`src/mem_ops_pkg.sv`:
```
`default_nettype none

package mem_ops_pkg;

    // stage operation, decoded upstream into this compact form
    typedef enum logic [4:0] {
        op_none   = 5'd0,
        op_alu    = 5'd1,
        op_alu_w  = 5'd2,
        op_alu_hi = 5'd3,
        op_link   = 5'd4,
        op_csr    = 5'd5,
        // loads
        op_lb     = 5'd8,
        op_lh     = 5'd9,
        op_lw     = 5'd10,
        op_lbu    = 5'd11,
        op_lhu    = 5'd12,
        op_lwu    = 5'd13,
        op_ld     = 5'd14,
        // stores
        op_sb     = 5'd16,
        op_sh     = 5'd17,
        op_sw     = 5'd18,
        op_sd     = 5'd19
    } mem_op_e;

    // one instruction as it moves through the stage
    typedef struct packed {
        logic [63:0] pc;
        logic [31:0] inst;
        mem_op_e     op;
        logic [63:0] alu_result;
        logic [63:0] src2;
    } mem_item_t;

    function automatic logic is_load(mem_op_e op);
        return op inside {op_lb, op_lh, op_lw, op_lbu, op_lhu, op_lwu, op_ld};
    endfunction

    function automatic logic is_store(mem_op_e op);
        return op inside {op_sb, op_sh, op_sw, op_sd};
    endfunction

    // anything that needs a bus cycle
    function automatic logic is_mem(mem_op_e op);
        return is_load(op) || is_store(op);
    endfunction

endpackage

`default_nettype wire
```
`src/wb_result_reg.sv`:
```
`timescale 1ns/100ps
`default_nettype none

module wb_result_reg (
    input  wire                     clk,
    input  wire                     rst,
    // from access stage
    input  wire                     acc_valid,
    output logic                    acc_ready,
    input  mem_ops_pkg::mem_item_t  acc_item,
    input  wire  [63:0]             load_value,
    // toward writeback
    output logic                    out_valid,
    input  wire                     out_ready,
    output logic [63:0]             out_pc,
    output logic [31:0]             out_inst,
    output logic                    out_rd_wen,
    output logic [4:0]              out_rd_id,
    output logic [63:0]             out_rd_value
);
    import mem_ops_pkg::*;

    logic        valid_q;
    logic [63:0] pc_q;
    logic [31:0] inst_q;
    logic        wen_q;
    logic [63:0] value_q;
    logic        wen;
    logic [63:0] wb_value;
    logic        take;

    // **************************************************
    // writeback value select
    // **************************************************
    always_comb begin
        case (acc_item.op)
            op_alu:    wb_value = acc_item.alu_result;
            op_alu_w:  wb_value = {{32{acc_item.alu_result[31]}}, acc_item.alu_result[31:0]};
            op_alu_hi: wb_value = {{32{acc_item.alu_result[63]}}, acc_item.alu_result[63:32]};
            op_link:   wb_value = acc_item.pc + 64'd4;
            // csr moves pass the operand through
            op_csr:    wb_value = acc_item.src2;
            op_lb, op_lh, op_lw, op_lbu, op_lhu, op_lwu, op_ld:
                       wb_value = load_value;
            default:   wb_value = '0;
        endcase
    end

    assign wen = (acc_item.op != op_none) && !is_store(acc_item.op);

    // free slot, or slot emptying this edge
    assign acc_ready = !valid_q || out_ready;
    assign take      = acc_valid && acc_ready;

    always_ff @(posedge clk) begin
        if (rst)
            valid_q <= 1'b0;
        else if (take)
            valid_q <= 1'b1;
        else if (out_ready)
            valid_q <= 1'b0;
    end

    always_ff @(posedge clk) begin
        if (take) begin
            pc_q    <= acc_item.pc;
            inst_q  <= acc_item.inst;
            wen_q   <= wen;
            value_q <= wb_value;
        end
    end

    // writeback fields read as zero when idle
    assign out_valid    = valid_q;
    assign out_pc       = pc_q;
    assign out_inst     = inst_q;
    assign out_rd_wen   = valid_q && wen_q;
    assign out_rd_id    = valid_q ? inst_q[11:7] : 5'd0;
    assign out_rd_value = valid_q ? value_q : 64'd0;

endmodule

`default_nettype wire

```
`config.mk`:
```
export PLATFORM = sky130hd
export DESIGN_NAME = wb_result_reg
export DESIGN_NICKNAME = d
export VERILOG_FILES = /design/src/mem_ops_pkg.sv /design/src/wb_result_reg.sv
export SDC_FILE = /design/constraint.sdc
export NUM_CORES = 1
export LEC_CHECK = 0
export BUFFER_PORTS_ARGS = -buffer_cell sky130_fd_sc_hd__buf_4
export CAP_MARGIN = 20
export CORE_AREA = 5 5 179 181
export DETAILED_ROUTE_END_ITERATION = 10
export DIE_AREA = 0 0 184 186
export GPL_TIMING_DRIVEN = 1
export PLACE_DENSITY_LB_ADDON = 0.15
export REMOVE_ABC_BUFFERS = 1
export SLEW_MARGIN = 40
export SYNTH_ARGS = -nofsm -noshare
export SYNTH_HDL_FRONTEND = slang
export SYNTH_SLANG_ARGS = --single-unit
```
`constraint.sdc`:
```
create_clock -name clk -period 5.6 [get_ports clk]
set_input_delay 0.56 -clock clk [delete_from_list [all_inputs] [get_ports clk]]
set_output_delay 0.56 -clock clk [all_outputs]
set_load 0.01 [all_outputs]
```
# After elaboration in Yosys (flattened, before gate mapping)
# Cells that the tools add are included.
# totals
regBits	162
out_inout_bits	168
word_cells	37
# op_classes
n_addsub	1
eq_ne	16
mux	5
reduce_logical	10
# op_table
op	n
64-bit case mux with 6 select lines	1
64-bit by 3-bit adder with 64-bit output (second input constant)	1
64-bit 2-to-1 mux	1
5-bit by 4-bit == test with 1-bit output (second input constant)	7
5-bit == test (second input constant)	4
5-bit by 2-bit == test with 1-bit output (second input constant)	2
5-bit by 3-bit == test with 1-bit output (second input constant)	2
7-bit OR reduction	1
5-bit by 1-bit == test with 1-bit output (second input constant)	1
5-bit 2-to-1 mux	1
5-bit nonzero test	1
4-bit nonzero test	1
1-bit logical AND	3
1-bit zero test	2
1-bit 2-to-1 mux	2
2-bit nonzero test	1
1-bit logical OR	1

# Longest topological paths before layout
# logic_depth
word_depth	4
ltp_mapped	8
mapped_depth_nobuf	6

# Worst setup path after synthesis
# Ideal clock, no wire load.
# synth_timing
path_type	input-to-reg
from	input port out_ready
to	register inst_q[0] (netlist: out_inst[0]), enable pin
setup_ns	0.541
arrival_time_ns	4.462
slack_ns	0.598
cell_stages	2
path_buffers	0
cell_sequence	nand2b_1 and2_1
# synth_via
elab_chain_len	2
# synth_rtl
element	line_no	rtl
start, declared	wb_result_reg.sv:14	input wire out_ready,
1-bit logical OR	wb_result_reg.sv:52	assign acc_ready = !valid_q || out_ready;
1-bit logical AND	wb_result_reg.sv:53	assign take = acc_valid && acc_ready;
named net take	wb_result_reg.sv:30	logic take;
end signal, assigned	wb_result_reg.sv:67	inst_q <= acc_item.inst;
end, declared	wb_result_reg.sv:25	logic [31:0] inst_q;
# The timed path passes the listed nets, and every way through them passes these cells.
# A chain may end at the register's enable or synchronous reset.

# Worst setup path after layout
# layout_timing
from	input port acc_item[178] (netlist name)
to	register value_q[47], data pin
# layout_via
elab_chain_len	2
# layout_rtl
element	line_no	rtl
start, declared	wb_result_reg.sv:10	input mem_ops_pkg::mem_item_t acc_item,
64-bit by 3-bit adder with 64-bit output	wb_result_reg.sv:40	op_link: wb_value = acc_item.pc + 64'd4;
64-bit case mux with 6 select lines	wb_result_reg.sv:36	case (acc_item.op)
named net wb_value[47]	wb_result_reg.sv:29	logic [63:0] wb_value;
end signal, assigned	wb_result_reg.sv:69	value_q <= wb_value;
end, declared	wb_result_reg.sv:27	logic [63:0] value_q;
# The timed path passes the listed nets, and every way through them passes these cells.

==> key figures <==
Status
  • Outcome: complete, no violations

Logic synthesis
  • Syn avg cell area: 11.5 µm²
  • Synth async-reset ratio: 0%
  • Synth area leaders: edfxtp_1 (55%), a22oi_1 (6.1%), and2_1 (5.7%), o211ai_1 (3.1%), nand3_1 (2.5%)
  • EDFF count, synth: 161
  • Ys flop type: edfxtp_1
  • Yosys top cell area share: 54.9%
  • Post-synthesis cell type count: 55
  • Mapped Cells: 766
  • Yosys top cell by area: edfxtp_1
  • Post-Syn Area: 8810 µm²
  • Register area share after synthesis: 55.1%
  • Yosys reg bits: 162
  • Syn. warnings: 0

Layout
  • Multi-input gate area: 3750 µm²
  • Synth-to-Final Area Change: 50.6%
  • Most common cell after layout, fill and taps aside: buf_4
  • Most frequent cells in the layout: buf_4 (472), edfxtp_1 (161), and2_1 (76)
  • # fillers: 3006
  • Layout cells sized above 1: 45.1%
  • Layout Nets: 1504
  • # diodes: 0
  • Register Area: 4860 µm²

Min path
  • Hold Startpoint: rst
  • Hold Path Sink: out_valid$_SDFFE_PP0P_
  • Hold path depth: 2
  • Hold Crit Class: in -> reg

Clock network
  • Clk root buf: clkbuf_16
  • # hold bufs at CTS: 0
  • Number of H-tree levels: 4
  • CTS tree: yes
  • Clk Latency, worst-skew pair: 0.44 ns
  • Clock sink count: 162
  • Post-CTS sizing: 0
  • Post-CTS Setup Inserts: 0
  • TritonCTS buffer count: 17
  • CTS Buffer Depth: 2
  • Clock transition at path regs: 0.07 ns

Timing
  • Final hold violation count: 0
  • Final setup viols: 0
  • Worst Max-Slew Pin Slew: 0.884 ns
  • Worst slew margin: 41.1%
  • Worst-case clock skew: 0.0102 ns
  • Setup TNS Final: 0 ns
  • Hold_ws: 0.271 ns
  • Fin crit period: 2.73 ns
  • Top achievable clock speed: 366 MHz
  • Crit share post-route: 48.8%
  • RSZ-0062 raised after global routing: no
  • Slew Viols, Final: 0

Die
  • Die H: 186 µm
  • Core area: 30300 µm²
  • Chip Width: 184 µm
  • # IOs: 465
  • Cell Rows: 64
  • Initial Utilization: 29.1%
  • Die ar.: 34200 µm²

Global route
  • Number of global-route vias before repair: 8510
  • Global-route wire length before repair: 55200 µm
  • Largest net degree at the start of global routing: 98
  • Gr ovfl total: 0
  • Total global-route track usage: 21.7%
  • Initial antenna violation count: 0

Setup path
  • Crit-path slowest cell: nor4_2
  • Crit path capture type: flop
  • Critical path required time: 5.77 ns
  • CP bufs+invs: 1
  • Top Family by Delay on Critical Path: simple AND/OR/NAND/NOR gates
  • Worst R2R End: value_q[60]$_DFFE_PP_
  • Flop-to-flop setup slack: 3.05 ns
  • Crit path kind: in -> reg
  • Startpoint types: input port
  • Crit Path Max Fanout: 10
  • Critical-path cell list: buf_4, nand2_1, nor4_2, nand4_2, nand3_1, or3b_1
  • WP data arrival: 2.91 ns
  • Reg-to-reg startpoint: out_valid$_SDFFE_PP0P_
  • R2R depth: 5
  • Worst path max stage delay: 0.74 ns

Route
  • Remaining antenna violation count: 0
  • # DRC: 0
  • Iteration-0 DRC count of the detailed router: 462
  • Vias per Instance: 5.27
  • Pre-antenna DRT Iters: 5
  • Drt wl/cell: 24.2 µm
  • Via count: 8518
  • Total Wirelength: 39100 µm

Pwr
  • Leak: 5.35 nW
  • Max VDD drop: 193 µV
  • Power Density: 236 nW/µm²

Placement
  • Port bufs: 464
  • Placer Congestion: 0.820
  • Post-DP HPWL: 29600 µm

Run
  • Max Cap Viol: 0
[power by group]
group,leakage (nW),switching (mW),internal [mW]
Clock,0.260,0.541,0.585
Combinational,3.51,0.276,0.279
Sequential,1.59,0.0181,1.43
Total,5.35,0.835,2.30
[Yosys cell counts, types with 2 or more instances]
library cell / count
edfxtp_1: 161
and2_1: 80
a22oi_1: 72
nand3_1: 44
nand2_1: 42
clkbuf_1: 40
o211ai_1: 36
nand4_1: 30
a21oi_1: 23
xnor2_1: 21
xor2_1: 19
and3_1: 18
nor2_1: 16
nor3_1: 16
nor4_1: 13
a22o_1: 11
inv_1: 11
nor4_2: 11
buf_2: 10
mux2i_1: 9
or3_1: 8
a2111oi_0: 6
o21ai_0: 6
or4_1: 6
a211oi_1: 5
a222oi_1: 5
or2_2: 5
a221oi_1: 4
o211ai_2: 3
o311a_1: 3
or4b_1: 3
mux2_2: 2
nand2b_1: 2
nand4_4: 2
nor3b_1: 2
o211a_1: 2
[worst max path at each step]
| stage | to | start | cells after the start | slack [ns] |
|---|---|---|---|---|
| after global routing | value_q[47]$_DFFE_PP_ | acc_item[174] | 6 | 2.74 |
| final | value_q[47]$_DFFE_PP_ | acc_item[178] | 6 | 2.87 |
| after detailed placement | value_q[47]$_DFFE_PP_ | acc_item[174] | 6 | 2.37 |
| after CTS | value_q[47]$_DFFE_PP_ | acc_item[178] | 6 | 2.83 |
| after global placement | value_q[47]$_DFFE_PP_ | acc_item[178] | 6 | 2.32 |
| after floorplan | out_inst[0]$_DFFE_PP_ | out_valid$_SDFFE_PP0P_ | 2 | 0.32 |
[cells by family after synthesis]
family	count (synthesis)	share of synthesized area, %
flops	162	55.1
fa+ha+maj	1	0.142
mux	11	1.28
compound gates	180	15.4
buf+inv	64	3.00
simple gates	308	21.1
xor+xnor	40	3.98
[worst register-to-register path, delay by kind of cell, from the launching register on]
kind                   cells  cell delay [ns]
buffers and inverters      3             1.06
DFF                        1             0.31
and+or+nand+nor            2             0.68
[sequential cells by signal, indices dropped and copies added, names as in the netlist]
| signal | count |
|---|---|
| out_inst | 32 |
| out_valid | 1 |
| wen_q | 1 |
| out_pc | 64 |
| value_q | 64 |
[area by class of cell]
type                    instances  area share [%]
clock buffers                  18            3.31
clock inverters                14           0.801
inverters                      11           0.311
multi-input cells             540            28.3
flip-flops and latches        162            36.6
well taps                     396            3.73
repair buffers                474            27.0
[through the flow]
step	utilization, %	instances	power, mW	setup WS [ns]	instance area, µm²
floorplan	-	713	1.66	0.325	8590
CTS	43.8	1615	3.16	2.83	13300
detailed placement	42.0	1583	2.03	2.37	12700
global placement	41.9	1581	2.03	2.32	12700
global route	43.8	1615	3.25	2.74	13300
finish	43.8	1615	3.13	2.87	13300
[layer usage]
| layer | share of wire (%) | global-route usage, % |
|---|---|---|
| met3 | 7.4 | 4.73 |
| met1 | 40 | 27.5 |
| met4 | 1.5 | 5.21 |
| met2 | 51 | 37.8 |
| met5 | 0 | 0 |
Note: power is estimated with default switching activity, not from simulation.
