`config.mk`:
```
export PLATFORM = sky130hd
export DESIGN_NAME = lsu_align
export DESIGN_NICKNAME = d
export VERILOG_FILES = /design/src/wb_bus_pkg.sv /design/src/mem_ops_pkg.sv /design/src/lsu_align.sv
export SDC_FILE = /design/constraint.sdc
export NUM_CORES = 1
export LEC_CHECK = 0
export BUFFER_PORTS_ARGS = -buffer_cell sky130_fd_sc_hd__buf_2
export CAP_MARGIN = 20
export CORE_AREA = 2 2 118 120
export DETAILED_ROUTE_END_ITERATION = 10
export DIE_AREA = 0 0 120 122
export PLACE_DENSITY_LB_ADDON = 0.25
export SLEW_MARGIN = 20
export SYNTH_ARGS = -nofsm -noshare
export SYNTH_HDL_FRONTEND = slang
export SYNTH_SLANG_ARGS = --single-unit
```
`constraint.sdc`:
```
create_clock -name vclk -period 2.8
set_input_delay 0.28 -clock vclk [all_inputs]
set_output_delay 0.28 -clock vclk [all_outputs]
set_load 0.02 [all_outputs]
```
`src/wb_bus_pkg.sv`:
```
`default_nettype none

package wb_bus_pkg;

    // wishbone widths between access controller and ram
    localparam int wb_adr_w = 32;
    localparam int wb_dat_w = 64;
    localparam int wb_sel_w = wb_dat_w / 8;

    // one doubleword, viewed per lane size
    typedef union packed {
        logic [7:0][7:0]  bytes;
        logic [3:0][15:0] halves;
        logic [1:0][31:0] words;
    } dword_lanes_u;

endpackage

`default_nettype wire

```
`src/mem_ops_pkg.sv`:
```
`default_nettype none

package mem_ops_pkg;

    // stage operation, decoded upstream into this compact form
    typedef enum logic [4:0] {
        op_none   = 5'd0,
        op_alu    = 5'd1,
        op_alu_w  = 5'd2,
        op_alu_hi = 5'd3,
        op_link   = 5'd4,
        op_csr    = 5'd5,
        // loads
        op_lb     = 5'd8,
        op_lh     = 5'd9,
        op_lw     = 5'd10,
        op_lbu    = 5'd11,
        op_lhu    = 5'd12,
        op_lwu    = 5'd13,
        op_ld     = 5'd14,
        // stores
        op_sb     = 5'd16,
        op_sh     = 5'd17,
        op_sw     = 5'd18,
        op_sd     = 5'd19
    } mem_op_e;

    // one instruction as it moves through the stage
    typedef struct packed {
        logic [63:0] pc;
        logic [31:0] inst;
        mem_op_e     op;
        logic [63:0] alu_result;
        logic [63:0] src2;
    } mem_item_t;

    function automatic logic is_load(mem_op_e op);
        return op inside {op_lb, op_lh, op_lw, op_lbu, op_lhu, op_lwu, op_ld};
    endfunction

    function automatic logic is_store(mem_op_e op);
        return op inside {op_sb, op_sh, op_sw, op_sd};
    endfunction

    // anything that needs a bus cycle
    function automatic logic is_mem(mem_op_e op);
        return is_load(op) || is_store(op);
    endfunction

endpackage

`default_nettype wire
```
`src/lsu_align.sv`:
```
`timescale 1ns/100ps
`default_nettype none

module lsu_align (
    input  mem_ops_pkg::mem_op_e             op,
    input  wire  [wb_bus_pkg::wb_adr_w-1:0]  addr,
    input  wire  [63:0]                      src2,
    input  wire  [wb_bus_pkg::wb_dat_w-1:0]  rd_data,
    output logic [wb_bus_pkg::wb_dat_w-1:0]  store_data,
    output logic [wb_bus_pkg::wb_sel_w-1:0]  store_sel,
    output logic [63:0]                      load_value
);
    import mem_ops_pkg::*;
    import wb_bus_pkg::*;

    dword_lanes_u wr_lanes;
    dword_lanes_u rd_lanes;
    logic [2:0]   ofs;

    // byte offset inside the doubleword
    assign ofs      = addr[2:0];
    assign rd_lanes = rd_data;

    // **************************************************
    // store side
    // **************************************************
    always_comb begin
        wr_lanes  = '0;
        store_sel = '0;
        case (op)
            op_sb: begin
                wr_lanes.bytes[ofs] = src2[7:0];
                store_sel[ofs]      = 1'b1;
            end
            op_sh: begin
                wr_lanes.halves[ofs[2:1]] = src2[15:0];
                store_sel                 = wb_sel_w'(2'b11) << ofs;
            end
            op_sw: begin
                wr_lanes.words[ofs[2]] = src2[31:0];
                store_sel              = wb_sel_w'(4'hf) << ofs;
            end
            op_sd: begin
                wr_lanes  = src2;
                store_sel = '1;
            end
            // loads and alu ops leave the lanes clear
            default: ;
        endcase
    end

    assign store_data = wr_lanes;

    // **************************************************
    // load side, pick lane then extend
    // **************************************************
    always_comb begin
        case (op)
            op_lb:   load_value = {{56{rd_lanes.bytes[ofs][7]}}, rd_lanes.bytes[ofs]};
            op_lbu:  load_value = {56'b0, rd_lanes.bytes[ofs]};
            op_lh:   load_value = {{48{rd_lanes.halves[ofs[2:1]][15]}},
                                   rd_lanes.halves[ofs[2:1]]};
            op_lhu:  load_value = {48'b0, rd_lanes.halves[ofs[2:1]]};
            op_lw:   load_value = {{32{rd_lanes.words[ofs[2]][31]}}, rd_lanes.words[ofs[2]]};
            op_lwu:  load_value = {32'b0, rd_lanes.words[ofs[2]]};
            op_ld:   load_value = rd_lanes;
            default: load_value = '0;
        endcase
    end

    // misaligned accesses are not supported by the bus side
    always_comb begin
        if (is_mem(op)) begin
            assert ((op inside {op_lb, op_lbu, op_sb})
                 || ((op inside {op_lh, op_lhu, op_sh}) && ofs[0] == 1'b0)
                 || ((op inside {op_lw, op_lwu, op_sw}) && ofs[1:0] == 2'b00)
                 || ((op inside {op_ld, op_sd}) && ofs == 3'b000))
                else $error("misaligned access, op %s addr %h", op.name(), addr);
        end
    end

endmodule

`default_nettype wire

```
# Yosys cells after proc, flatten, opt, wreduce, memory -nomap -nowiden

Cells that the tools add are included.

Flip-flop bits (word level): 0
Bits of input ports: 165
Word-level logic and storage cells: 42

$lt $le $gt $ge: 6
Equality and inequality tests: 11
Shifts and indexed selects: 2
Multiplexer cells: 17
Bitwise operators: 3
Reduce and logical (&&, ||, !) cells: 3

Operator list:

| cell                                                                   | count |
|---|---|
| 64-bit one-hot mux with 7 select lines                                 | 1 |
| 64-bit one-hot mux with 4 select lines                                 | 1 |
| 64-bit AND                                                             | 3 |
| 32-bit two-way mux                                                     | 3 |
| 5-bit by 4-bit == test with 1-bit output (second input constant)       | 7 |
| 16-bit binary-select mux with 2-bit select                             | 1 |
| 16-bit demux with 2-bit select                                         | 1 |
| 32-bit demux with 1-bit select                                         | 1 |
| 16-bit two-way mux                                                     | 2 |
| 8-bit one-hot mux with 4 select lines                                  | 1 |
| 8-bit binary-select mux with 3-bit select                              | 1 |
| 8-bit demux with 3-bit select                                          | 1 |
| 5-bit == test (second input constant)                                  | 4 |
| 8-bit two-way mux                                                      | 2 |
| 2-bit by 3-bit << shifter with 8-bit output (first input constant)     | 1 |
| 4-bit by 3-bit << shifter with 8-bit output (first input constant)     | 1 |
| 3-bit by 4-bit < comparator with 1-bit output (second input constant)  | 1 |
| 1-bit demux with 3-bit select                                          | 1 |
| 3-bit by 1-bit >= comparator with 1-bit output (second input constant) | 1 |
| 1-bit logical AND                                                      | 3 |
| 2-bit by 3-bit < comparator with 1-bit output (second input constant)  | 1 |
| 2-bit by 1-bit >= comparator with 1-bit output (second input constant) | 1 |
| 1-bit by 2-bit < comparator with 1-bit output (second input constant)  | 1 |
| 1-bit >= comparator (second input constant)                            | 1 |
| 1-bit two-way mux                                                      | 1 |

# Longest topological paths before layout

Gate-level depths: netlist of the first run.

Depth after elaboration: 6
Mapped depth: 8

# Least setup slack after synthesis of the first run

No wires, ideal clock.

Path kind: input -> output
Start: in op[2]
End: out store_data[58] (netlist name)
Arrival time: 1875 ps
Data required time: 2520 ps
Slack: 645 ps
Cell stages on the path: 7
Cells stage by stage: buf_6 -> or3b_4 -> buf_6 -> buf_8 -> nor2_4 -> a22oi_1 -> o21ai_0

Cells in the longest elaborated chain, start to end: 2
Elaborated cells between the ends (all ways): 5
Classes of those cells: eq/ne: 4; mux: 1

RTL lines:

| item                                     | RTL line        | text |
|---|---|---|
| from (decl)                              | lsu_align.sv:5  | `input mem_ops_pkg::mem_op_e op,` |
| 5-bit == test                            | lsu_align.sv:30 | `case (op)` |
| 64-bit one-hot mux with 4 select lines * | lsu_align.sv:30 |  |
| to (decl)                                | lsu_align.sv:9  | `output logic [wb_bus_pkg::wb_dat_w-1:0] store_data,` |

Every way passes the cells marked *; elsewhere a longest branch is shown, timed or not.

# Worst setup path after layout of the first run

Start: in addr[1] (netlist name)
End: out load_value[6]

Cells in the longest elaborated chain, start to end: 3
Elaborated cells between the ends (all ways): 5
Classes of those cells: mux: 5

RTL lines:

| item                                                                                                           | RTL line        | text |
|---|---|---|
| from (decl)                                                                                                    | lsu_align.sv:6  | `input wire [wb_bus_pkg::wb_adr_w-1:0] addr,` |
| 8-bit binary-select mux with 3-bit select / 16-bit binary-select mux with 2-bit select (equally long branches) | --              |  |
| 8-bit two-way mux (implied by the code) / 16-bit two-way mux (equally long branches)                           | --              |  |
| 64-bit one-hot mux with 7 select lines *                                                                       | lsu_align.sv:58 | `case (op)` |
| to (decl)                                                                                                      | lsu_align.sv:11 | `output logic [63:0] load_value` |

Every way passes the cells marked *; elsewhere a longest branch is shown, timed or not. The select of a mux whose other input is x is not followed.

==> impl_results.md, run 1 <==
- Outcome: complete, no violations
- Final hold slack: 0.882 ns
- Hpwl dp: 15.2 mm
- Ranking of synthesized cells by area: a32oi_1 11%, nand3_1 8.4%, mux2i_1 6.7%
- Initial antenna violation count: 4
- GRT Util Overall: 0.251
- Core ar.: 13,500 µm²
- HP Class: input port to output port
- Synth Area in Compound Gates: 0.449
- Routed vias/inst: 5.92
- Drt drc: 0
- Setup TNS: 0 ns
- Max frequency: 0.402 GHz
- Largest net degree at the start of global routing: 50
- RSZ-0062 raised after global routing: no
- Synthesized area: 3570 µm²
- Crit path kind: input port to output port
- Initial drt markers: 489
- Worst Path Buf+Inv: 3
- Hold Fails Final Rpt: 0
- Final Cycle Share: 0.888
- Post-Synth Simple-Gate Area: 0.306
- Final WL: 19.8 mm
- Filler cell count in the final layout: 1,533
- Initial core utilization: 0.264
- Fin. max-slew vios: 0
- CP top delay family: buffers and inverters
- Top cell type's share of synthesized area: 0.106
- Area of the multi-input gates: 3180 µm²
- Fraction of synthesized cell area in xor and xnor cells: 0.00246
- Required time worst endpoint: 2.52 ns
- Slew HR: 0.536
- Fin nets: 930
- Worst vdd ir: 0.0000735 V
- WL/cell: 21.0 µm
- Synth top cells by count: 60 x nand3_1, 46 x a21oi_1, 43 x a32oi_1, 40 x nand2_1, 31 x clkbuf_1
- Count leader, synth: nand3_1
- Post-CTS Setup Inserts: 0
- Post-synthesis net count: 693
- Post-CTS resize count: 0
- Crit path launch type: input port
- Buffers on Ports: 272
- Flip-flop and latch area: 0 µm²
- Post-synthesis adder-cell area fraction: 0
- Pleak: 2.75 nW
- Crit-path cells: buf_2 > buf_4 > mux2i_1 > mux4_2 > o21ai_0 > a221o_1 > buf_2
- Final setup vio count: 0
- Clock buffers: 0
- Syn Inst Count: 528
- CP peak stage delay: 0.44 ns
- Boundary pin count: 301
- Die ar.: 14,600 µm²
- Synth unique cells: 62
- Vias: 5,604
- Post-synthesis mux area share: 0.127
- Site Rows: 43
- Grt ovf: 0
- Worst path slowest cell: buf_4
- Worst slew pin tran: 0.697 ns
- Number of iterations in the first detailed-routing pass: 7
- Post-synthesis sequential area ratio: 0
- GPL Wtd Cong: 0.866
- Seq_cells: 0
- Cell mode on critical path: buf_2
- Area growth syn-to-layout: 43.6%
- Critical Path AT: 2.21 ns
- Hold_buf cts: 0
- Die H: 122 µm
- Antenna Nets Post-Route: 0
- Number of global-route vias before repair: 5,219
- Fin crit period: 2.49 ns
- Yosys warnings: 0
- Main combinational cell family by area after synthesis: compound AO/OA/AOI/OAI gates
- Syn avg cell area: 6.75 µm²
- Max-cap violations: 0
- Largest area contributor in the netlist: a32oi_1
- Crit-path max FO: 31
- Die width: 120 µm
- Layout cells sized above 1: 0.453
- CP endpoint kind: output port
- Power per cell area: 136 nW/µm²
- Global-route wire length before repair: 29.8 mm
worst min-delay path, delay by kind of cell:
kind                   cells  cell delay [ns]
buffers and inverters      2             0.22
AND/OR/NAND/NOR            2             0.09
layout make-up:
type / count / share of cell area
Tap cell: 180 / 0.0440
Multi-Input combinational cell: 445 / 0.622
Antenna cell: 4 / 0.00195
Inverter: 13 / 0.00953
Timing Repair Buffer: 305 / 0.323
logic make-up (layout without fill, tap and decap cells):
group / count (synthesis) / after routing
compound gates: 216 / 216
simple gates: 192 / 192
buf+inv: 83 / 318
mux: 36 / 36
xor+xnor: 1 / 1
other cells: 0 / 4
routing by layer:
metal  GRT usage  vias to the layer above  routed length (µm)
met5           0                        -                   0
met4      0.0596                        0                 377
met3      0.0276                       26                1600
met2       0.457                      333                9690
li1            -                     2583                   -
met1       0.316                     2662                8180
power breakdown:
part / internal [W] / switching, W
sequential: 0 / 0
combinational: 0.000267 / 0.000431
clock: 0.000000000192 / 0
cells in the final DEF (no fill, tap or decap), types with 5 or more instances in the layout:
master    instances
o211ai_1         10
a32o_1            6
nor3_2            8
buf_2           272
mux2i_1          24
and2_1            7
a22o_1           17
a211oi_1          5
mux4_2            7
o21ai_1           5
a32oi_1          43
nand2_1          40
inv_1            13
nand3_1          60
a21oi_1          46
a22oi_1          24
buf_4            30
a222oi_1         12
mux2_2            5
nor2_1           24
nand2b_1         11
o21ai_0          21
nor2b_1           8
path summary, 6_finish.rpt:
path,start,end,slack (ns),depth (start not counted)
setup / recovery,addr[1],load_value[6],0.31,7
hold / removal,src2[40],store_data[40],0.88,4
stage by stage:
| step | setup WS [ns] | std cells | util | instance area, µm² | total power, W |
|---|---|---|---|---|---|
| after CTS | 0.294 | 943 | 0.378 | 5110 | 0.000693 |
| after floorplan | 0.645 | 528 | - | 3570 | 0.000399 |
| after global routing | 0.168 | 947 | 0.379 | 5120 | 0.000751 |
| after detailed placement | 0.298 | 943 | 0.378 | 5110 | 0.000689 |
| after global placement | 0.158 | 942 | 0.376 | 5080 | 0.000687 |
| final | 0.313 | 947 | 0.379 | 5120 | 0.000698 |
(Power assumes the default switching activity.)
==> run 2, diff against run 1 <==
- CORE_AREA: 2 2 118 120 -> 2 2 117 119
- DIE_AREA: 0 0 120 122 -> 0 0 119 121
- clock period: 2.8 -> 2.1 ns (I/O delays scaled with it)
==> impl_results.md, run 2 (synthesized netlist as in run 1, its figures left out) <==
- Core ar.: 13,100 µm²
- Layout cells sized above 1: 0.480
- Filler cell count in the final layout: 1,468
- Post-layout util: 0.419
- Final setup vio count: 0
- GPL Wtd Cong: 0.921
- Number of iterations in the first detailed-routing pass: 5
- Gr busiest metal: met2
- Met3 Usage GRT: 0.0291
- Pleak: 2.97 nW
- Number of global-route vias before repair: 5,155
- Fin crit period: 2.05 ns
- CP peak stage delay: 0.53 ns
- Outcome: complete, no violations
- Buffers on Ports: 272
- Hold Fails Final Rpt: 0
- Crit path from: addr[1]
- Area growth syn-to-layout: 53.9%
- Fin. max-slew vios: 0
- Power per cell area: 178 nW/µm²
- Largest net degree at the start of global routing: 50
- Initial drt markers: 514
- Global-route wire length before repair: 28.6 mm
- CP top delay family: buffers and inverters
- WL/cell: 19.6 µm
- Met1 Use GR: 0.310
- GRT Util Overall: 0.242
- RSZ-0062 raised after global routing: yes
- Crit-path cells: buf_2 > mux4_2 > and4bb_1 > a21oi_4 > buf_12 > nand3_1 > buf_2
- Placement Cell Area: 5450 µm²
- Die ar.: 14,400 µm²
- Routed vias/inst: 5.84
- Site Rows: 42
- Antenna Nets Post-Route: 0
- Crit path kind: input port to output port
- CP endpoint kind: output port
- Final Non-Filler Cells: 976
- Flip-flop and latch area: 0 µm²
- Worst Path Buf+Inv: 3
- Fin nets: 965
- Clock buffers: 0
- Slew HR: 0.626
- Worst slew pin tran: 0.560 ns
- HP Class: input port to output port
- Met2 GRT Util: 0.439
- Crit path launch type: input port
- Dpl cells: 972
- Initial antenna violation count: 2
- Final Cycle Share: 0.976
- Final WL: 19.2 mm
- Hold Crit Start: src2[40]
- Max-cap violations: 0
- Vias: 5,697
- Worst path slowest cell: mux4_2
- Die H: 121 µm
- Grt ovf: 0
- Required time worst endpoint: 1.89 ns
- Boundary pin count: 301
- Crit-path max FO: 49
- Worst vdd ir: 0.000110 V
- Max frequency: 0.488 GHz
- Final instance area: 5490 µm²
- Most frequent cells in the layout: 271 x buf_2, 60 x nand3_1, 55 x buf_4
- Cell mode on critical path: buf_2
- Die width: 119 µm
- Seq_cells: 0
- Commonest non-fill, non-tap cell in the layout: buf_2
- Initial core utilization: 0.273
- Critical Path AT: 1.84 ns
- Hpwl dp: 15.2 mm
- Drt drc: 0
[run 2: changes by cell type in the layout (fill, tap and decap cells not counted), moves of 2 or more]
cell     before  now
nor2b_1       8    6
buf_12        2   12
diode_2       4    2
nor2b_2       1    3
buf_4        30   55
[run 2: through the flow]
step | setup slack, ns | TNS (ns) | hold WS [ns] | power (W)
finish | 0.0498 | 0 | 0.723 | 0.000976
global route | -0.00639 | -0.00639 | 0.747 | 0.00105
CTS | 0.0120 | 0 | 0.727 | 0.000967
detailed placement | 0.0140 | 0 | 0.726 | 0.000963
global placement | 0.0187 | 0 | 0.725 | 0.000962
floorplan | 0.0852 | 0 | 0.581 | 0.000532
[run 2: worst paths after layout]
path                    endpoint  slack (ns)  depth (start not counted)
hold / removal    store_data[40]        0.72                          4
setup / recovery  load_value[16]        0.05                          7
[run 2: where the power goes]
part / switching, W / internal, W
clock network: 0 / 0.000000000127
registers: 0 / 0
logic: 0.000580 / 0.000396
[run 2: what timing repair did]
item,CTS,global route
hold endpoints to repair,0,0
setup endpoints to repair,0,52
setup buffers,0,1
hold buffers,0,0
resized for setup,0,3
[run 2: area by class of cell]
| type | instances | area (µm²) | area share |
|---|---|---|---|
| Antenna cell | 2 | 5.00 | 0.000912 |
| Inverter | 13 | 48.8 | 0.00889 |
| Multi-Input combinational cell | 446 | 3200 | 0.583 |
| Tap cell | 176 | 220 | 0.0401 |
| Timing Repair Buffer | 339 | 2020 | 0.368 |
[run 2: metal layers]
| layer | part of all wire | routed length (µm) |
|---|---|---|
| met5 | 0 | 0 |
| met2 | 0.49 | 9460 |
| met3 | 0.084 | 1600 |
| met4 | 0.020 | 376 |
| met1 | 0.40 | 7730 |
==> run 3, diff against run 2 <==
- MAX_ROUTING_LAYER: default -> met4
==> impl_results.md, run 3 (synthesized netlist as in run 1, its figures left out) <==
- Placement Cell Area: 5450 µm²
- Hpwl dp: 15.2 mm
- Global-route wire length before repair: 28.9 mm
- Drt drc: 0
- Initial drt markers: 543
- Setup TNS: 0 ns
- Fin nets: 969
- GPL Wtd Cong: 0.966
- Critical Path AT: 1.82 ns
- Buffers on Ports: 272
- Area of the multi-input gates: 3200 µm²
- Worst vdd ir: 0.000105 V
- Clock buffers: 0
- Outcome: complete, no violations
- Initial antenna violation count: 4
- Dpl cells: 974
- Antenna Nets Post-Route: 0
- Flip-flop and latch area: 0 µm²
- Hold depth: 4
- Seq_cells: 0
- Worst slew pin tran: 0.531 ns
- Required time worst endpoint: 1.89 ns
- Final setup vio count: 0
- Final WL: 19.4 mm
- Vias: 5,734
- Routed vias/inst: 5.84
- Number of global-route vias before repair: 5,223
- Crit path launch type: input port
- Fin crit period: 2.03 ns
- Most frequent cells in the layout: 271 x buf_2, 60 x nand3_1, 59 x buf_4
- Die ar.: 14,400 µm²
- Power per cell area: 178 nW/µm²
- Area growth syn-to-layout: 54.8%
- HP Class: input port to output port
- Final Cycle Share: 0.967
- Die H: 121 µm
- Filler cell count in the final layout: 1,450
- Layout cells sized above 1: 0.483
- Final Non-Filler Cells: 982
- CP endpoint kind: output port
- Initial core utilization: 0.273
- Die width: 119 µm
- Crit path kind: input port to output port
- Final hold slack: 0.724 ns
- Site Rows: 42
- Crit-path max FO: 22
- Boundary pin count: 301
- Grt ovf: 0
- GRT Util Overall: 0.252
- Core ar.: 13,100 µm²
- WL/cell: 19.8 µm
- Hold_buf cts: 0
- Slew HR: 0.644
- Largest net degree at the start of global routing: 50
- Number of iterations in the first detailed-routing pass: 5
- Fin. max-slew vios: 0
- Commonest non-fill, non-tap cell in the layout: buf_2
- Hold Fails Final Rpt: 0
- Final instance area: 5520 µm²
- Max frequency: 0.492 GHz
- Pleak: 2.98 nW
- Post-layout util: 0.422
- Max-cap violations: 0
[run 3: cell count changes in the layout (fill, tap and decap cells not counted)]
cell,delta
buf_4,+4
buf_6,+2
diode_2,+2
nor2b_1,+2
nor2b_2,-2
a221oi_1,-1
a221oi_2,+1
and3_1,-1
and3_2,+1
buf_12,-1
clkbuf_4,-1
[run 3: cell type report]
class | instances | share of cell area
tap | 176 | 0.0399
antenna | 4 | 0.00181
timing repair buffer | 343 | 0.370
multi-input combinational | 446 | 0.580
inverter | 13 | 0.00884
[run 3: per-layer routing]
layer | vias to the layer above | share of wire | GRT usage
met4 | 0 | 0.025 | 0.0595
met5 | - | 0 | -
met2 | 376 | 0.49 | 0.440
li1 | 2665 | - | -
met1 | 2661 | 0.41 | 0.319
met3 | 32 | 0.070 | 0.0150
[run 3: path summary, 6_finish.rpt]
kind                 start             end  slack, ns
setup / recovery   addr[1]  store_data[47]       0.07
hold / removal    src2[40]  store_data[40]       0.72
[run 3: report_power, final]
| group | total [W] | internal [W] | switching, W | leakage [nW] |
|---|---|---|---|---|
| registers | 0 | 0 | 0 | 0 |
| clock network | 0.000000000255 | 0.000000000255 | 0 | 0.0000254 |
| logic | 0.000984 | 0.000398 | 0.000586 | 2.98 |
| total | 0.000984 | 0.000398 | 0.000586 | 2.98 |
[run 3: critical path, stage by stage]
cell and delay, ns:
buf_2 0.13, buf_12 0.16, or3b_2 0.48, a211oi_4 0.28, buf_4 0.18, a222oi_1 0.08
inv_1 0.12, buf_2 0.17
[run 3: timing repair]
item	CTS	global route
endpoints found under the hold margin	0	0
gates resized for setup	0	5
buffers inserted	0	3
endpoints found under the setup margin	0	49
[run 3: per-stage QoR]
stage                     power [W]  setup WS [ns]
final                      0.000984         0.0683
after detailed placement   0.000963         0.0183
after global routing        0.00105       -0.00512
after floorplan            0.000532         0.0852
after global placement     0.000961         0.0123
after CTS                  0.000968        0.00413
