**src/wb_bus_pkg.sv**
```systemverilog
`default_nettype none

package wb_bus_pkg;

    // wishbone widths between access controller and ram
    localparam int wb_adr_w = 32;
    localparam int wb_dat_w = 64;
    localparam int wb_sel_w = wb_dat_w / 8;

    // one doubleword, viewed per lane size
    typedef union packed {
        logic [7:0][7:0]  bytes;
        logic [3:0][15:0] halves;
        logic [1:0][31:0] words;
    } dword_lanes_u;

endpackage

`default_nettype wire

```
**src/mem_ops_pkg.sv**
```systemverilog
`default_nettype none

package mem_ops_pkg;

    // stage operation, decoded upstream into this compact form
    typedef enum logic [4:0] {
        op_none   = 5'd0,
        op_alu    = 5'd1,
        op_alu_w  = 5'd2,
        op_alu_hi = 5'd3,
        op_link   = 5'd4,
        op_csr    = 5'd5,
        // loads
        op_lb     = 5'd8,
        op_lh     = 5'd9,
        op_lw     = 5'd10,
        op_lbu    = 5'd11,
        op_lhu    = 5'd12,
        op_lwu    = 5'd13,
        op_ld     = 5'd14,
        // stores
        op_sb     = 5'd16,
        op_sh     = 5'd17,
        op_sw     = 5'd18,
        op_sd     = 5'd19
    } mem_op_e;

    // one instruction as it moves through the stage
    typedef struct packed {
        logic [63:0] pc;
        logic [31:0] inst;
        mem_op_e     op;
        logic [63:0] alu_result;
        logic [63:0] src2;
    } mem_item_t;

    function automatic logic is_load(mem_op_e op);
        return op inside {op_lb, op_lh, op_lw, op_lbu, op_lhu, op_lwu, op_ld};
    endfunction

    function automatic logic is_store(mem_op_e op);
        return op inside {op_sb, op_sh, op_sw, op_sd};
    endfunction

    // anything that needs a bus cycle
    function automatic logic is_mem(mem_op_e op);
        return is_load(op) || is_store(op);
    endfunction

endpackage

`default_nettype wire
```
**src/wb_if.sv**
```systemverilog
`timescale 1ns/100ps
`default_nettype none

interface wb_if;
    import wb_bus_pkg::*;

    // master side
    logic                cyc;
    logic                stb;
    logic                we;
    logic [wb_adr_w-1:0] adr;
    logic [wb_dat_w-1:0] dat_w;
    logic [wb_sel_w-1:0] sel;
    // slave side
    logic [wb_dat_w-1:0] dat_r;
    logic                ack;

    modport master (output cyc, stb, we, adr, dat_w, sel, input dat_r, ack);
    modport slave  (input cyc, stb, we, adr, dat_w, sel, output dat_r, ack);

endinterface

`default_nettype wire

```
**src/mem_access_ctrl.sv**
```systemverilog
`timescale 1ns/100ps
`default_nettype none

module mem_access_ctrl (
    input  wire                              clk,
    input  wire                              rst,
    // from execute
    input  wire                              in_valid,
    output logic                             in_ready,
    input  mem_ops_pkg::mem_item_t           in_item,
    // data bus
    wb_if.master                             bus,
    // from lsu_align
    input  wire  [wb_bus_pkg::wb_dat_w-1:0]  store_data,
    input  wire  [wb_bus_pkg::wb_sel_w-1:0]  store_sel,
    input  wire  [wb_bus_pkg::wb_dat_w-1:0]  load_value_in,
    // toward result register
    output logic                             acc_valid,
    input  wire                              acc_ready,
    output mem_ops_pkg::mem_item_t           acc_item,
    output logic [wb_bus_pkg::wb_dat_w-1:0]  load_value
);
    import mem_ops_pkg::*;
    import wb_bus_pkg::*;

    mem_item_t           item_q;
    logic                held_q;
    logic                done_q;
    logic                cyc_q;
    logic                stb_q;
    logic [wb_dat_w-1:0] load_q;
    logic                item_mem;
    logic                leave;
    logic                accept;
    logic                bus_done;

    // **************************************************
    // handshake
    // **************************************************
    assign item_mem  = is_mem(item_q.op);
    // non-memory items are ready at once, memory items after ack
    assign acc_valid = held_q && (done_q || !item_mem);
    assign leave     = acc_valid && acc_ready;
    assign in_ready  = !held_q || leave;
    assign accept    = in_valid && in_ready;
    assign bus_done  = cyc_q && bus.ack;

    always_ff @(posedge clk) begin
        if (rst) begin
            held_q <= 1'b0;
            done_q <= 1'b0;
            cyc_q  <= 1'b0;
            stb_q  <= 1'b0;
        end else if (accept) begin
            held_q <= 1'b1;
            done_q <= 1'b0;
            // bus cycle starts right behind the new item
            cyc_q  <= is_mem(in_item.op);
            stb_q  <= is_mem(in_item.op);
        end else begin
            if (leave)
                held_q <= 1'b0;
            if (bus_done) begin
                cyc_q  <= 1'b0;
                stb_q  <= 1'b0;
                done_q <= 1'b1;
            end
        end
    end

    // item and load data
    always_ff @(posedge clk) begin
        if (accept)
            item_q <= in_item;
        // read data valid with ack
        if (bus_done)
            load_q <= load_value_in;
    end

    // **************************************************
    // bus drive, stable for the whole held item
    // **************************************************
    assign bus.cyc   = cyc_q;
    assign bus.stb   = stb_q;
    assign bus.we    = is_store(item_q.op);
    assign bus.adr   = item_q.alu_result[wb_adr_w-1:0];
    assign bus.dat_w = store_data;
    assign bus.sel   = store_sel;

    assign acc_item   = item_q;
    assign load_value = load_q;

    // strobe only inside a cycle, for a held memory item not yet done
    a_stb_in_cyc: assert property (@(posedge clk) disable iff (rst)
        bus.stb |-> bus.cyc && held_q && item_mem && !done_q);

    // strobe held until the slave answers
    a_stb_hold: assert property (@(posedge clk) disable iff (rst)
        bus.cyc && bus.stb && !bus.ack |=> bus.stb);

endmodule

`default_nettype wire

```
**src/flat_wrapper.sv**
```systemverilog
// flat-port wrapper written by rule: the top's interface ports become plain ports
module mem_access_ctrl_flat import mem_ops_pkg::*; import wb_bus_pkg::*;
  (clk, rst, in_valid, in_ready, in_item, store_data, store_sel, load_value_in, acc_valid, acc_ready, acc_item, load_value, bus_cyc, bus_stb, bus_we, bus_adr, bus_dat_w, bus_sel, bus_dat_r, bus_ack);
  wb_if bus_i ();
  input  wire clk;
  input  wire rst;
  input  wire in_valid;
  output logic in_ready;
  input  mem_ops_pkg::mem_item_t in_item;
  input  wire  [wb_bus_pkg::wb_dat_w-1:0] store_data;
  input  wire  [wb_bus_pkg::wb_sel_w-1:0] store_sel;
  input  wire  [wb_bus_pkg::wb_dat_w-1:0] load_value_in;
  output logic acc_valid;
  input  wire acc_ready;
  output mem_ops_pkg::mem_item_t acc_item;
  output logic [wb_bus_pkg::wb_dat_w-1:0] load_value;
  output wire logic [$bits(bus_i.cyc)-1:0] bus_cyc;
  output wire logic [$bits(bus_i.stb)-1:0] bus_stb;
  output wire logic [$bits(bus_i.we)-1:0] bus_we;
  output wire logic [$bits(bus_i.adr)-1:0] bus_adr;
  output wire logic [$bits(bus_i.dat_w)-1:0] bus_dat_w;
  output wire logic [$bits(bus_i.sel)-1:0] bus_sel;
  input wire logic [$bits(bus_i.dat_r)-1:0] bus_dat_r;
  input wire logic [$bits(bus_i.ack)-1:0] bus_ack;
  assign bus_cyc = bus_i.cyc;
  assign bus_stb = bus_i.stb;
  assign bus_we = bus_i.we;
  assign bus_adr = bus_i.adr;
  assign bus_dat_w = bus_i.dat_w;
  assign bus_sel = bus_i.sel;
  assign bus_i.dat_r = bus_dat_r;
  assign bus_i.ack = bus_ack;
  mem_access_ctrl u_core (.clk(clk), .rst(rst), .in_valid(in_valid), .in_ready(in_ready), .in_item(in_item), .bus(bus_i), .store_data(store_data), .store_sel(store_sel), .load_value_in(load_value_in), .acc_valid(acc_valid), .acc_ready(acc_ready), .acc_item(acc_item), .load_value(load_value));
endmodule
```
**config.mk**
```make
export PLATFORM = sky130hd
export DESIGN_NAME = mem_access_ctrl_flat
export DESIGN_NICKNAME = d
export VERILOG_FILES = /design/src/wb_bus_pkg.sv /design/src/mem_ops_pkg.sv /design/src/wb_if.sv /design/src/mem_access_ctrl.sv /design/src/flat_wrapper.sv
export SDC_FILE = /design/constraint.sdc
export NUM_CORES = 1
export LEC_CHECK = 0
export ABC_AREA = 1
export BUFFER_PORTS_ARGS = -buffer_cell sky130_fd_sc_hd__buf_2
export CORE_AREA = 2 2 330 332
export CTS_CLUSTER_DIAMETER = 100
export DETAILED_ROUTE_END_ITERATION = 16
export DIE_AREA = 0 0 332 334
export GPL_ROUTABILITY_DRIVEN = 0
export SYNTH_ARGS = -nofsm -noshare
export SYNTH_HDL_FRONTEND = slang
export SYNTH_SLANG_ARGS = --single-unit
export TNS_END_PERCENT = 100
```
**constraint.sdc**
```tcl
create_clock -name clk -period 5.4 [get_ports clk]
set_input_delay 0.54 -clock clk [delete_from_list [all_inputs] [get_ports clk]]
set_output_delay 0.54 -clock clk [all_outputs]
set_load 0.03 [all_outputs]
```
; After elaboration in Yosys (flattened, before gate mapping)
; Index checks and enable logic that the tools add are counted.
[totals]
wordCells = 52
in_bits = 434
register_bits = 296
output_inout_bits = 402
[classes]
n_mux = 4
eq_ne = 22
n_reduce_logical = 17
[ops]
columns = op, count
row1 = $eq 5x4->1 const B, 14
row2 = $eq 5x5->1 const B, 8
row3 = $reduce_bool 7->1, 2
row4 = $reduce_bool 4->1, 2
row5 = $logic_and 1x1->1, 4
row6 = $logic_or 1x1->1, 4
row7 = $mux 1, 4
row8 = $reduce_bool 2->1, 2
row9 = $logic_not 1->1, 2
row10 = $reduce_or 2->1, 1

; Logic depth before layout (Yosys ltp)
; Gate-level depths: netlist of run 1.
[depth]
ltp_word = 10
ltp_mapped = 10
depth_no_buf = 10

; Least setup slack after synthesis of run 1
; OpenSTA, ideal clock, no wires.
[synth_timing]
path_type = flip-flop to flip-flop
start = register u_core.item_q, in the netlist u_core.acc_item[132]
end = register u_core.item_q, in the netlist u_core.acc_item[0] (enable)
t_arrival_ps = 3556
n_path_buf = 0
stages_incl_launch_ff = 10
period_less_slack_ps = 4036
path_slack_ps = 1364
t_required_ps = 4920
setup_ps = 480
cell_sequence = edfxtp_1 > inv_1 > nor2_1 > nand2_1 > nand2_1 > nand2_1 > nand2_2 > nand2_4 > nand2_2 > inv_2
[synth_via]
elab_chain_len = 9
word_cells_on_any_way = 20
classes_between = eq/ne: 11 / reduce/logical: 9
[synth_rtl]
columns = element, line
row1 = "start, declared", mem_access_ctrl.sv:26  ; mem_item_t item_q;
row2 = "start signal, assigned", mem_access_ctrl.sv:74  ; item_q <= in_item;
row3 = $eq 5x4->1 / $eq 5x5->1 (equally long branches), "mem_ops_pkg.sv:38, mem_ops_pkg.sv:42"
row4 = $reduce_bool 7->1 / $reduce_bool 4->1 (equally long branches), "mem_ops_pkg.sv:38, mem_ops_pkg.sv:42"
row5 = $logic_or 1x1->1 (*), mem_ops_pkg.sv:47  ; return is_load(op) || is_store(op);
row6 = $logic_not 1->1 (*), mem_access_ctrl.sv:42  ; assign acc_valid = held_q && (done_q || !item_mem);
row7 = $logic_or 1x1->1 (*), mem_access_ctrl.sv:42
row8 = $logic_and 1x1->1 (*), mem_access_ctrl.sv:42
row9 = $logic_and 1x1->1 (*), mem_access_ctrl.sv:43  ; assign leave = acc_valid && acc_ready;
row10 = $logic_or 1x1->1 (*), mem_access_ctrl.sv:44  ; assign in_ready = !held_q || leave;
row11 = via in_ready, flat_wrapper.sv:8  ; output logic in_ready;
row12 = $logic_and 1x1->1 (*), mem_access_ctrl.sv:45  ; assign accept = in_valid && in_ready;
row13 = via u_core.accept, mem_access_ctrl.sv:34  ; logic accept;
; Mark *: on every way through the listed nets, which the timed path passes. The rest lies on a longest branch.
; A chain may end at the register's enable or synchronous reset.

; Final worst setup path of run 1
[layout_timing]
start = register u_core.item_q, in the netlist u_core.acc_item[132]
end = register u_core.item_q, in the netlist u_core.acc_item[55] (enable)
[layout_via]
elab_chain_len = 9
word_cells_on_any_way = 20
classes_between = eq/ne: 11 / reduce/logical: 9
[layout_rtl]
columns = element, line
row1 = $eq 5x4->1 / $eq 5x5->1 (equally long branches), "mem_ops_pkg.sv:38, mem_ops_pkg.sv:42"
row2 = $reduce_bool 7->1 / $reduce_bool 4->1 (equally long branches), "mem_ops_pkg.sv:38, mem_ops_pkg.sv:42"
row3 = $logic_or 1x1->1 (*), mem_ops_pkg.sv:47
row4 = $logic_not 1->1 (*), mem_access_ctrl.sv:42
row5 = $logic_or 1x1->1 (*), mem_access_ctrl.sv:42
row6 = $logic_and 1x1->1 (*), mem_access_ctrl.sv:42
row7 = $logic_and 1x1->1 (*), mem_access_ctrl.sv:43
row8 = $logic_or 1x1->1 (*), mem_access_ctrl.sv:44
row9 = $logic_and 1x1->1 (*), mem_access_ctrl.sv:45
row10 = via u_core.accept, mem_access_ctrl.sv:34
; Marks and branches as above.

==> impl_results.md, run 1 <==
* Vias per cell at 2.531
* Core footprint at roughly 110000 µm²
* Worst Skew at about 27 ps
* Syn-to-layout area delta at 55.44%
* Final Hold Vio Count at 0
* Detail Route Antenna Nets at 0
* Required time of the critical path at 5620 ps
* Die Width at 332 µm
* Post-CTS Setup Bufs at 0
* GRT Overall Usage at 0.06704
* Initial Util at 0.09099
* Net Count, Synth at 867
* Antenna violations before repair at 27
* Yosys cell types at 17
* Crit share post-route at 0.4781
* Layout cells sized above 1 at 0.6770
* Setup TNS at 0 ps
* Ports at approximately 840
* Top cell type's share of synthesized area at 0.8971
* Kind of start point of the critical path: flop
* Post-CTS sizing at 0
* Max frequency at 387.3 MHz
* CP max FO at 93
* Clock slew at reported path FFs at 60 ps
* Routed WL at 38780 µm
* Residual DRC count at 0
* Arrival time worst endpoint at 2800 ps
* Synth Instances at ~430
* Total grt overflow at 0
* Multi-input logic area at 127.6 µm²
* WHS Path Cells at 1
* Hpwl dp at 31410 µm
* Area leader, netlist: edfxtp_1
* CTS root buf: clkbuf_16
* Pre-antenna DRT Iters at 4
* Worst Setup Path Type: flop to flop
* TritonCTS Buffers at 40
* Register area at 8859 µm²
* Port Buffer Count at 627
* Placed insts at about 2400
* Seq/Total Area, Yosys at 0.9032
* Power Density at 387.5 nW/µm²
* Fillers at 12030
* Commonest cells after routing, fill and taps aside: buf_2 (627), edfxtp_1 (293), clkbuf_16 (40)
* Least-Margin Pin Slew at just under 800 ps
* Status: finished, final reports clean
* Die H at about 330 µm
* Skew-Pair Late Insertion Delay at 590 ps
* Largest net degree at the start of global routing at 94
* Final cell count without fillers at 2451
* Relative slew slack at 0.4783
* Hold Buf Count CTS at 0
* CTS max path bufs at 3
* RSZ-0062 raised after global routing: false
* Via total after detailed routing at 6203
* TritonCTS clock tree: built
* Post-synthesis cell area at slightly below 10000 µm²
* Final setup viols at 0
* Path category of the worst min-delay check: primary input to flop
* Critical Path End Type: flop
* Max-cap check violation count at 0
* Clk sinks at 296
* DR WL/cell at around 16 µm
* Avg Inst Size Synth at around 23 µm²
* H-Tree Depth at 2
* Leakage at between 6 and 7 nW
* Post-synthesis register bit count at 296
* Pins Over Slew Limit at 0
* Commonest non-fill, non-tap cell in the layout: buf_2
* First-iteration detailed-routing DRC count at 297
* Cell area after layout at between 15000 and 20000 µm²
* Ys Warns at 0
* Row cnt at 121
* Reg2Reg Depth at 10
* Area contributors post-synth: edfxtp_1 (90%), buf_4 (8.0%), dfxtp_1 (0.61%)
* Vias in the first global route at 6382
* Min cycle time layout at 2582 ps
* Placed Area at ~14000 µm²
* Peak supply drop at 0.2260 mV
* Die ar. at around 110000 µm²
* Fin nets at around 1400
* First-pass GRT wire length at roughly 50000 µm
==> per-layer routing <==
metal / vias to the layer above / track usage / share of wire
met5: - / 0 / 0.0030
li1: 2675 / - / -
met1: 2870 / 0.06984 / 0.35
met3: 111 / 0.04621 / 0.17
met4: 18 / 0.03472 / 0.045
met2: 529 / 0.1013 / 0.44
==> sequential cells by signal (all words and copies together) (netlist names) <==
name,flops
u_core.acc_item,229
u_core.load_value,64
u_core.bus.cyc,1
u_core.done_q,1
u_core.held_q,1
==> worst max-delay path: stages, from the launching register on <==
cell	delay, ps
edfxtp_1	410
inv_1	80
nor2_1	40
nand2_1	70
nand2_1	70
nand2_1	70
nand2_2	60
nand2_4	80
nand2_2	100
inv_8	500
buf_4	620
==> synth_stat cells <==
| cell type | n |
|---|---|
| buf_4 | 105 |
| inv_1 | 8 |
| nor2_1 | 4 |
| dfxtp_1 | 3 |
| nor3_1 | 1 |
| nand3_1 | 2 |
| nand2_1 | 6 |
| nor2_2 | 1 |
| nand2_4 | 1 |
| inv_2 | 1 |
| a31oi_2 | 1 |
| a21oi_1 | 2 |
| o21ai_0 | 1 |
| edfxtp_1 | 293 |
| a21boi_0 | 1 |
| nand3_2 | 1 |
| nand2_2 | 2 |
==> stage by stage <==
step	setup slack (ps)	hold WS (ps)	total power, mW	util
3_3_place_gp	2793	522.8	3.417	0.1296
2_1_floorplan	1364	521.3	3.253	-
3_5_place_dp	2774	522.6	3.425	0.1296
6_report	2818	122.4	5.908	0.1414
4_1_cts	2780	45.92	6.056	0.1413
5_1_grt	2603	57.84	6.153	0.1413
==> path summary, 6_finish.rpt <==
check | startpoint | end | slack (ps)
worst max-delay path | u_core.acc_item[132] | u_core.acc_item[55] | 2820
worst min-delay path | in_item[12] | u_core.acc_item[12] | 120
worst max register to register | u_core.acc_item[132] | u_core.acc_item[55] | 2820
worst min register to register | u_core.held_q | u_core.held_q | 540
==> logic make-up (layout without fill, tap and decap cells) <==
logic type             after synthesis  in the layout  share of synthesized area
AOI/OAI and AO/OA                    5              5                   0.003572
buffers and inverters              114            712                    0.08381
DFF                                296            296                     0.9032
other                                0              6                          0
and+or+nand+nor                     18             18                   0.009439
==> layout make-up <==
cell class | count | share of cell area
flip-flops and latches | 296 | 0.5810
repair buffers | 630 | 0.2081
well taps | 1414 | 0.1160
clock buffers | 49 | 0.06853
clock inverters | 24 | 0.01420
multi-input cells | 23 | 0.008371
inverters | 9 | 0.002708
diodes | 6 | 0.0009848
==> report_power, final <==
group          switching (mW)  internal, mW
Clock                    1.08          1.46
Combinational           0.460         0.173
Sequential             0.0432          2.69
Total                    1.59          4.32
Note: power is estimated with default switching activity, not from simulation.
==> inputs of run 2 (changes only) <==
Clock period 5.4 ns to 2.6 ns, I/O delays scaled along.
==> run 2 against run 1 <==
Compared with the run above:
- combinational power grew to 2.8 times the previous value
- design area rose by 20%
- count of clock-buffer cells in the layout fell by 8
- global-route usage rose by 1.3 points
- clock skew down 13 ps
- power grew 120%
- sequential power increased by 110%
- via count is 18% higher
- worst hold slack lost 40 ps
- flip-flop and latch count is the same
- core utilization rose by 2.9 points
==> impl_results.md, run 2 (same netlist as run 1, synthesis figures left out) <==
* Hpwl dp at 36060 µm (+15%)
* Crit share post-route at 0.7814
* Row cnt at 121 (unchanged)
* Fin nets at 1737 (+21%)
* Residual DRC count at 0 (unchanged)
* Initial Util at 0.09099 (unchanged)
* Arrival time worst endpoint at 1770 ps (-1030 ps)
* Kind of start point of the critical path: flop
* Min cycle time layout at 2032 ps
* Largest net degree at the start of global routing at 48 (-49%)
* Port Buffer Count at 627 (unchanged)
* Status: finished, final reports clean
* Clock slew at reported path FFs at 60 ps (about the same)
* Power Density at 706.4 nW/µm² (+82%)
* Post-CTS Setup Bufs at 0 (unchanged)
* Vias in the first global route at 8062 (+26%)
* Post-CTS sizing at 0 (unchanged)
* DR WL/cell at 17.04 µm (+7.7%)
* Pre-antenna DRT Iters at 4 (unchanged)
* Total grt overflow at 0 (unchanged)
* Max-cap check violation count at 0 (unchanged)
* Ports at 836 (unchanged)
* Routed WL at 46870 µm (+21%)
* Worst Setup Path Type: flop to output pin
* Pwr Total at 12.97 mW (+120%)
* Via total after detailed routing at 7350 (+18%)
* H-Tree Depth at 2 (unchanged)
* Setup TNS at 0 ps (unchanged)
* Skew-Pair Late Insertion Delay at 570 ps (-20 ps)
* CTS max path bufs at 3 (unchanged)
* Max frequency at 492.2 MHz
* Required time of the critical path at 2340 ps (-3280 ps)
* Peak supply drop at 0.6263 mV (+180%)
* CTS root buf: clkbuf_16
* CP max FO at 3 (-97%)
* Clk sinks at 296 (unchanged)
* Detail Route Antenna Nets at 0 (unchanged)
* Relative slew slack at 0.6368 (+0.1585)
* Final Hold Vio Count at 0 (unchanged)
* Vias per cell at 2.673 (+5.6%)
* First-iteration detailed-routing DRC count at 197 (-34%)
* First-pass GRT wire length at 61300 µm (+23%)
* Least-Margin Pin Slew at 544.0 ps (-238.6 ps)
* Path category of the worst min-delay check: primary input to flop
* Commonest non-fill, non-tap cell in the layout: buf_2
* Commonest cells after routing, fill and taps aside: buf_2 (627), dlygate4sd3_1 (296), edfxtp_1 (293)
* Critical Path End Type: output pin
* Worst Skew at 14.21 ps (-12.92 ps)
* Die Width at 332 µm (unchanged)
* Leakage at 7.338 nW (+22%)
* Die ar. at 110900 µm² (unchanged)
* Max FFs per register at 229 (unchanged)
* TritonCTS clock tree: built
* TritonCTS Buffers at 39 (-2.5%)
* Syn-to-layout area delta at 87.18%
* Pins Over Slew Limit at 0 (unchanged)
* Fillers at 11790 (-2.0%)
* Layout cells sized above 1 at 0.5308 (-0.1462)
* Final setup viols at 0 (unchanged)
* Antenna violations before repair at 20 (-26%)
* RSZ-0062 raised after global routing: false
* Die H at 334 µm (unchanged)
* GRT Overall Usage at 0.08039 (+0.01335)
* Core footprint at 107800 µm² (unchanged)
[run 2: cell types whose count changed in the layout (fill, tap and decap cells not counted), sizes merged, moves of 2 or more]
cell / previous run / this run
clkinv: 12 / 14
dlygate4sd3: 0 / 296
bufinv: 1 / 5
buf: 630 / 638
diode: 6 / 4
clkbuf: 49 / 41
[run 2: critical path, cell delays in order (launching register included)]
cell and delay (ps):
edfxtp_1 400, inv_1 70, nor2_1 30, nand2_1 70, nand2_1 70, a21boi_0 270
buf_2 270
[run 2: cell type report]
class	count	area (µm²)	area share
Sequential cell	296	8859	0.4825
Timing Repair Buffer	934	6246	0.3402
Tap cell	1414	1769	0.09637
Clock buffer	41	983.4	0.05357
Clock inverter	29	317.8	0.01731
Multi-Input combinational cell	23	127.6	0.006952
Inverter	9	46.29	0.002522
Antenna cell	4	10.01	0.0005452
[run 2: power breakdown]
| group | internal, mW | switching (mW) | total (mW) |
|---|---|---|---|
| sequential | 5.58 | 0.0953 | 5.68 |
| combinational | 0.674 | 1.09 | 1.76 |
| clock | 3.29 | 2.24 | 5.53 |
| total | 9.54 | 3.42 | 13.0 |
[run 2: worst paths after layout]
kind                                           start                   end  slack (ps)  cells after the start
worst min register to register         u_core.done_q         u_core.done_q         570                      2
worst max-delay path            u_core.acc_item[132]             acc_valid         570                      6
worst min-delay path                         bus_ack        u_core.bus.cyc          80                      4
worst max register to register  u_core.acc_item[130]  u_core.acc_item[222]         630                      9
[run 2: what timing repair did]
action / CTS / global route
setup endpoints to repair: 0 / 0
hold endpoints to repair: 296 / 0
hold buffers: 296 / 0
[run 2: per-stage QoR]
stage / cell area [µm²] / util / setup WS (ps) / instances / hold slack [ps]
after global routing: 18350 / 0.1702 / 429.8 / 2747 / 40.98
after CTS: 18350 / 0.1702 / 454.6 / 2746 / 38.50
after global placement: 14080 / 0.1307 / 619.4 / 2380 / 436.6
after floorplan: 9822 / - / 70.81 / 433 / 329.1
after detailed placement: 14080 / 0.1307 / 616.9 / 2380 / 438.1
final: 18360 / 0.1703 / 568.5 / 2750 / 82.46
[run 2: routing by layer]
| layer | vias to the layer above | part of all wire | GRT usage |
|---|---|---|---|
| li1 | 3278 | - | - |
| met1 | 3443 | 0.34 | 0.07630 |
| met2 | 512 | 0.48 | 0.1383 |
| met3 | 101 | 0.14 | 0.05155 |
| met4 | 16 | 0.035 | 0.03162 |
| met5 | - | 0.0022 | 0 |
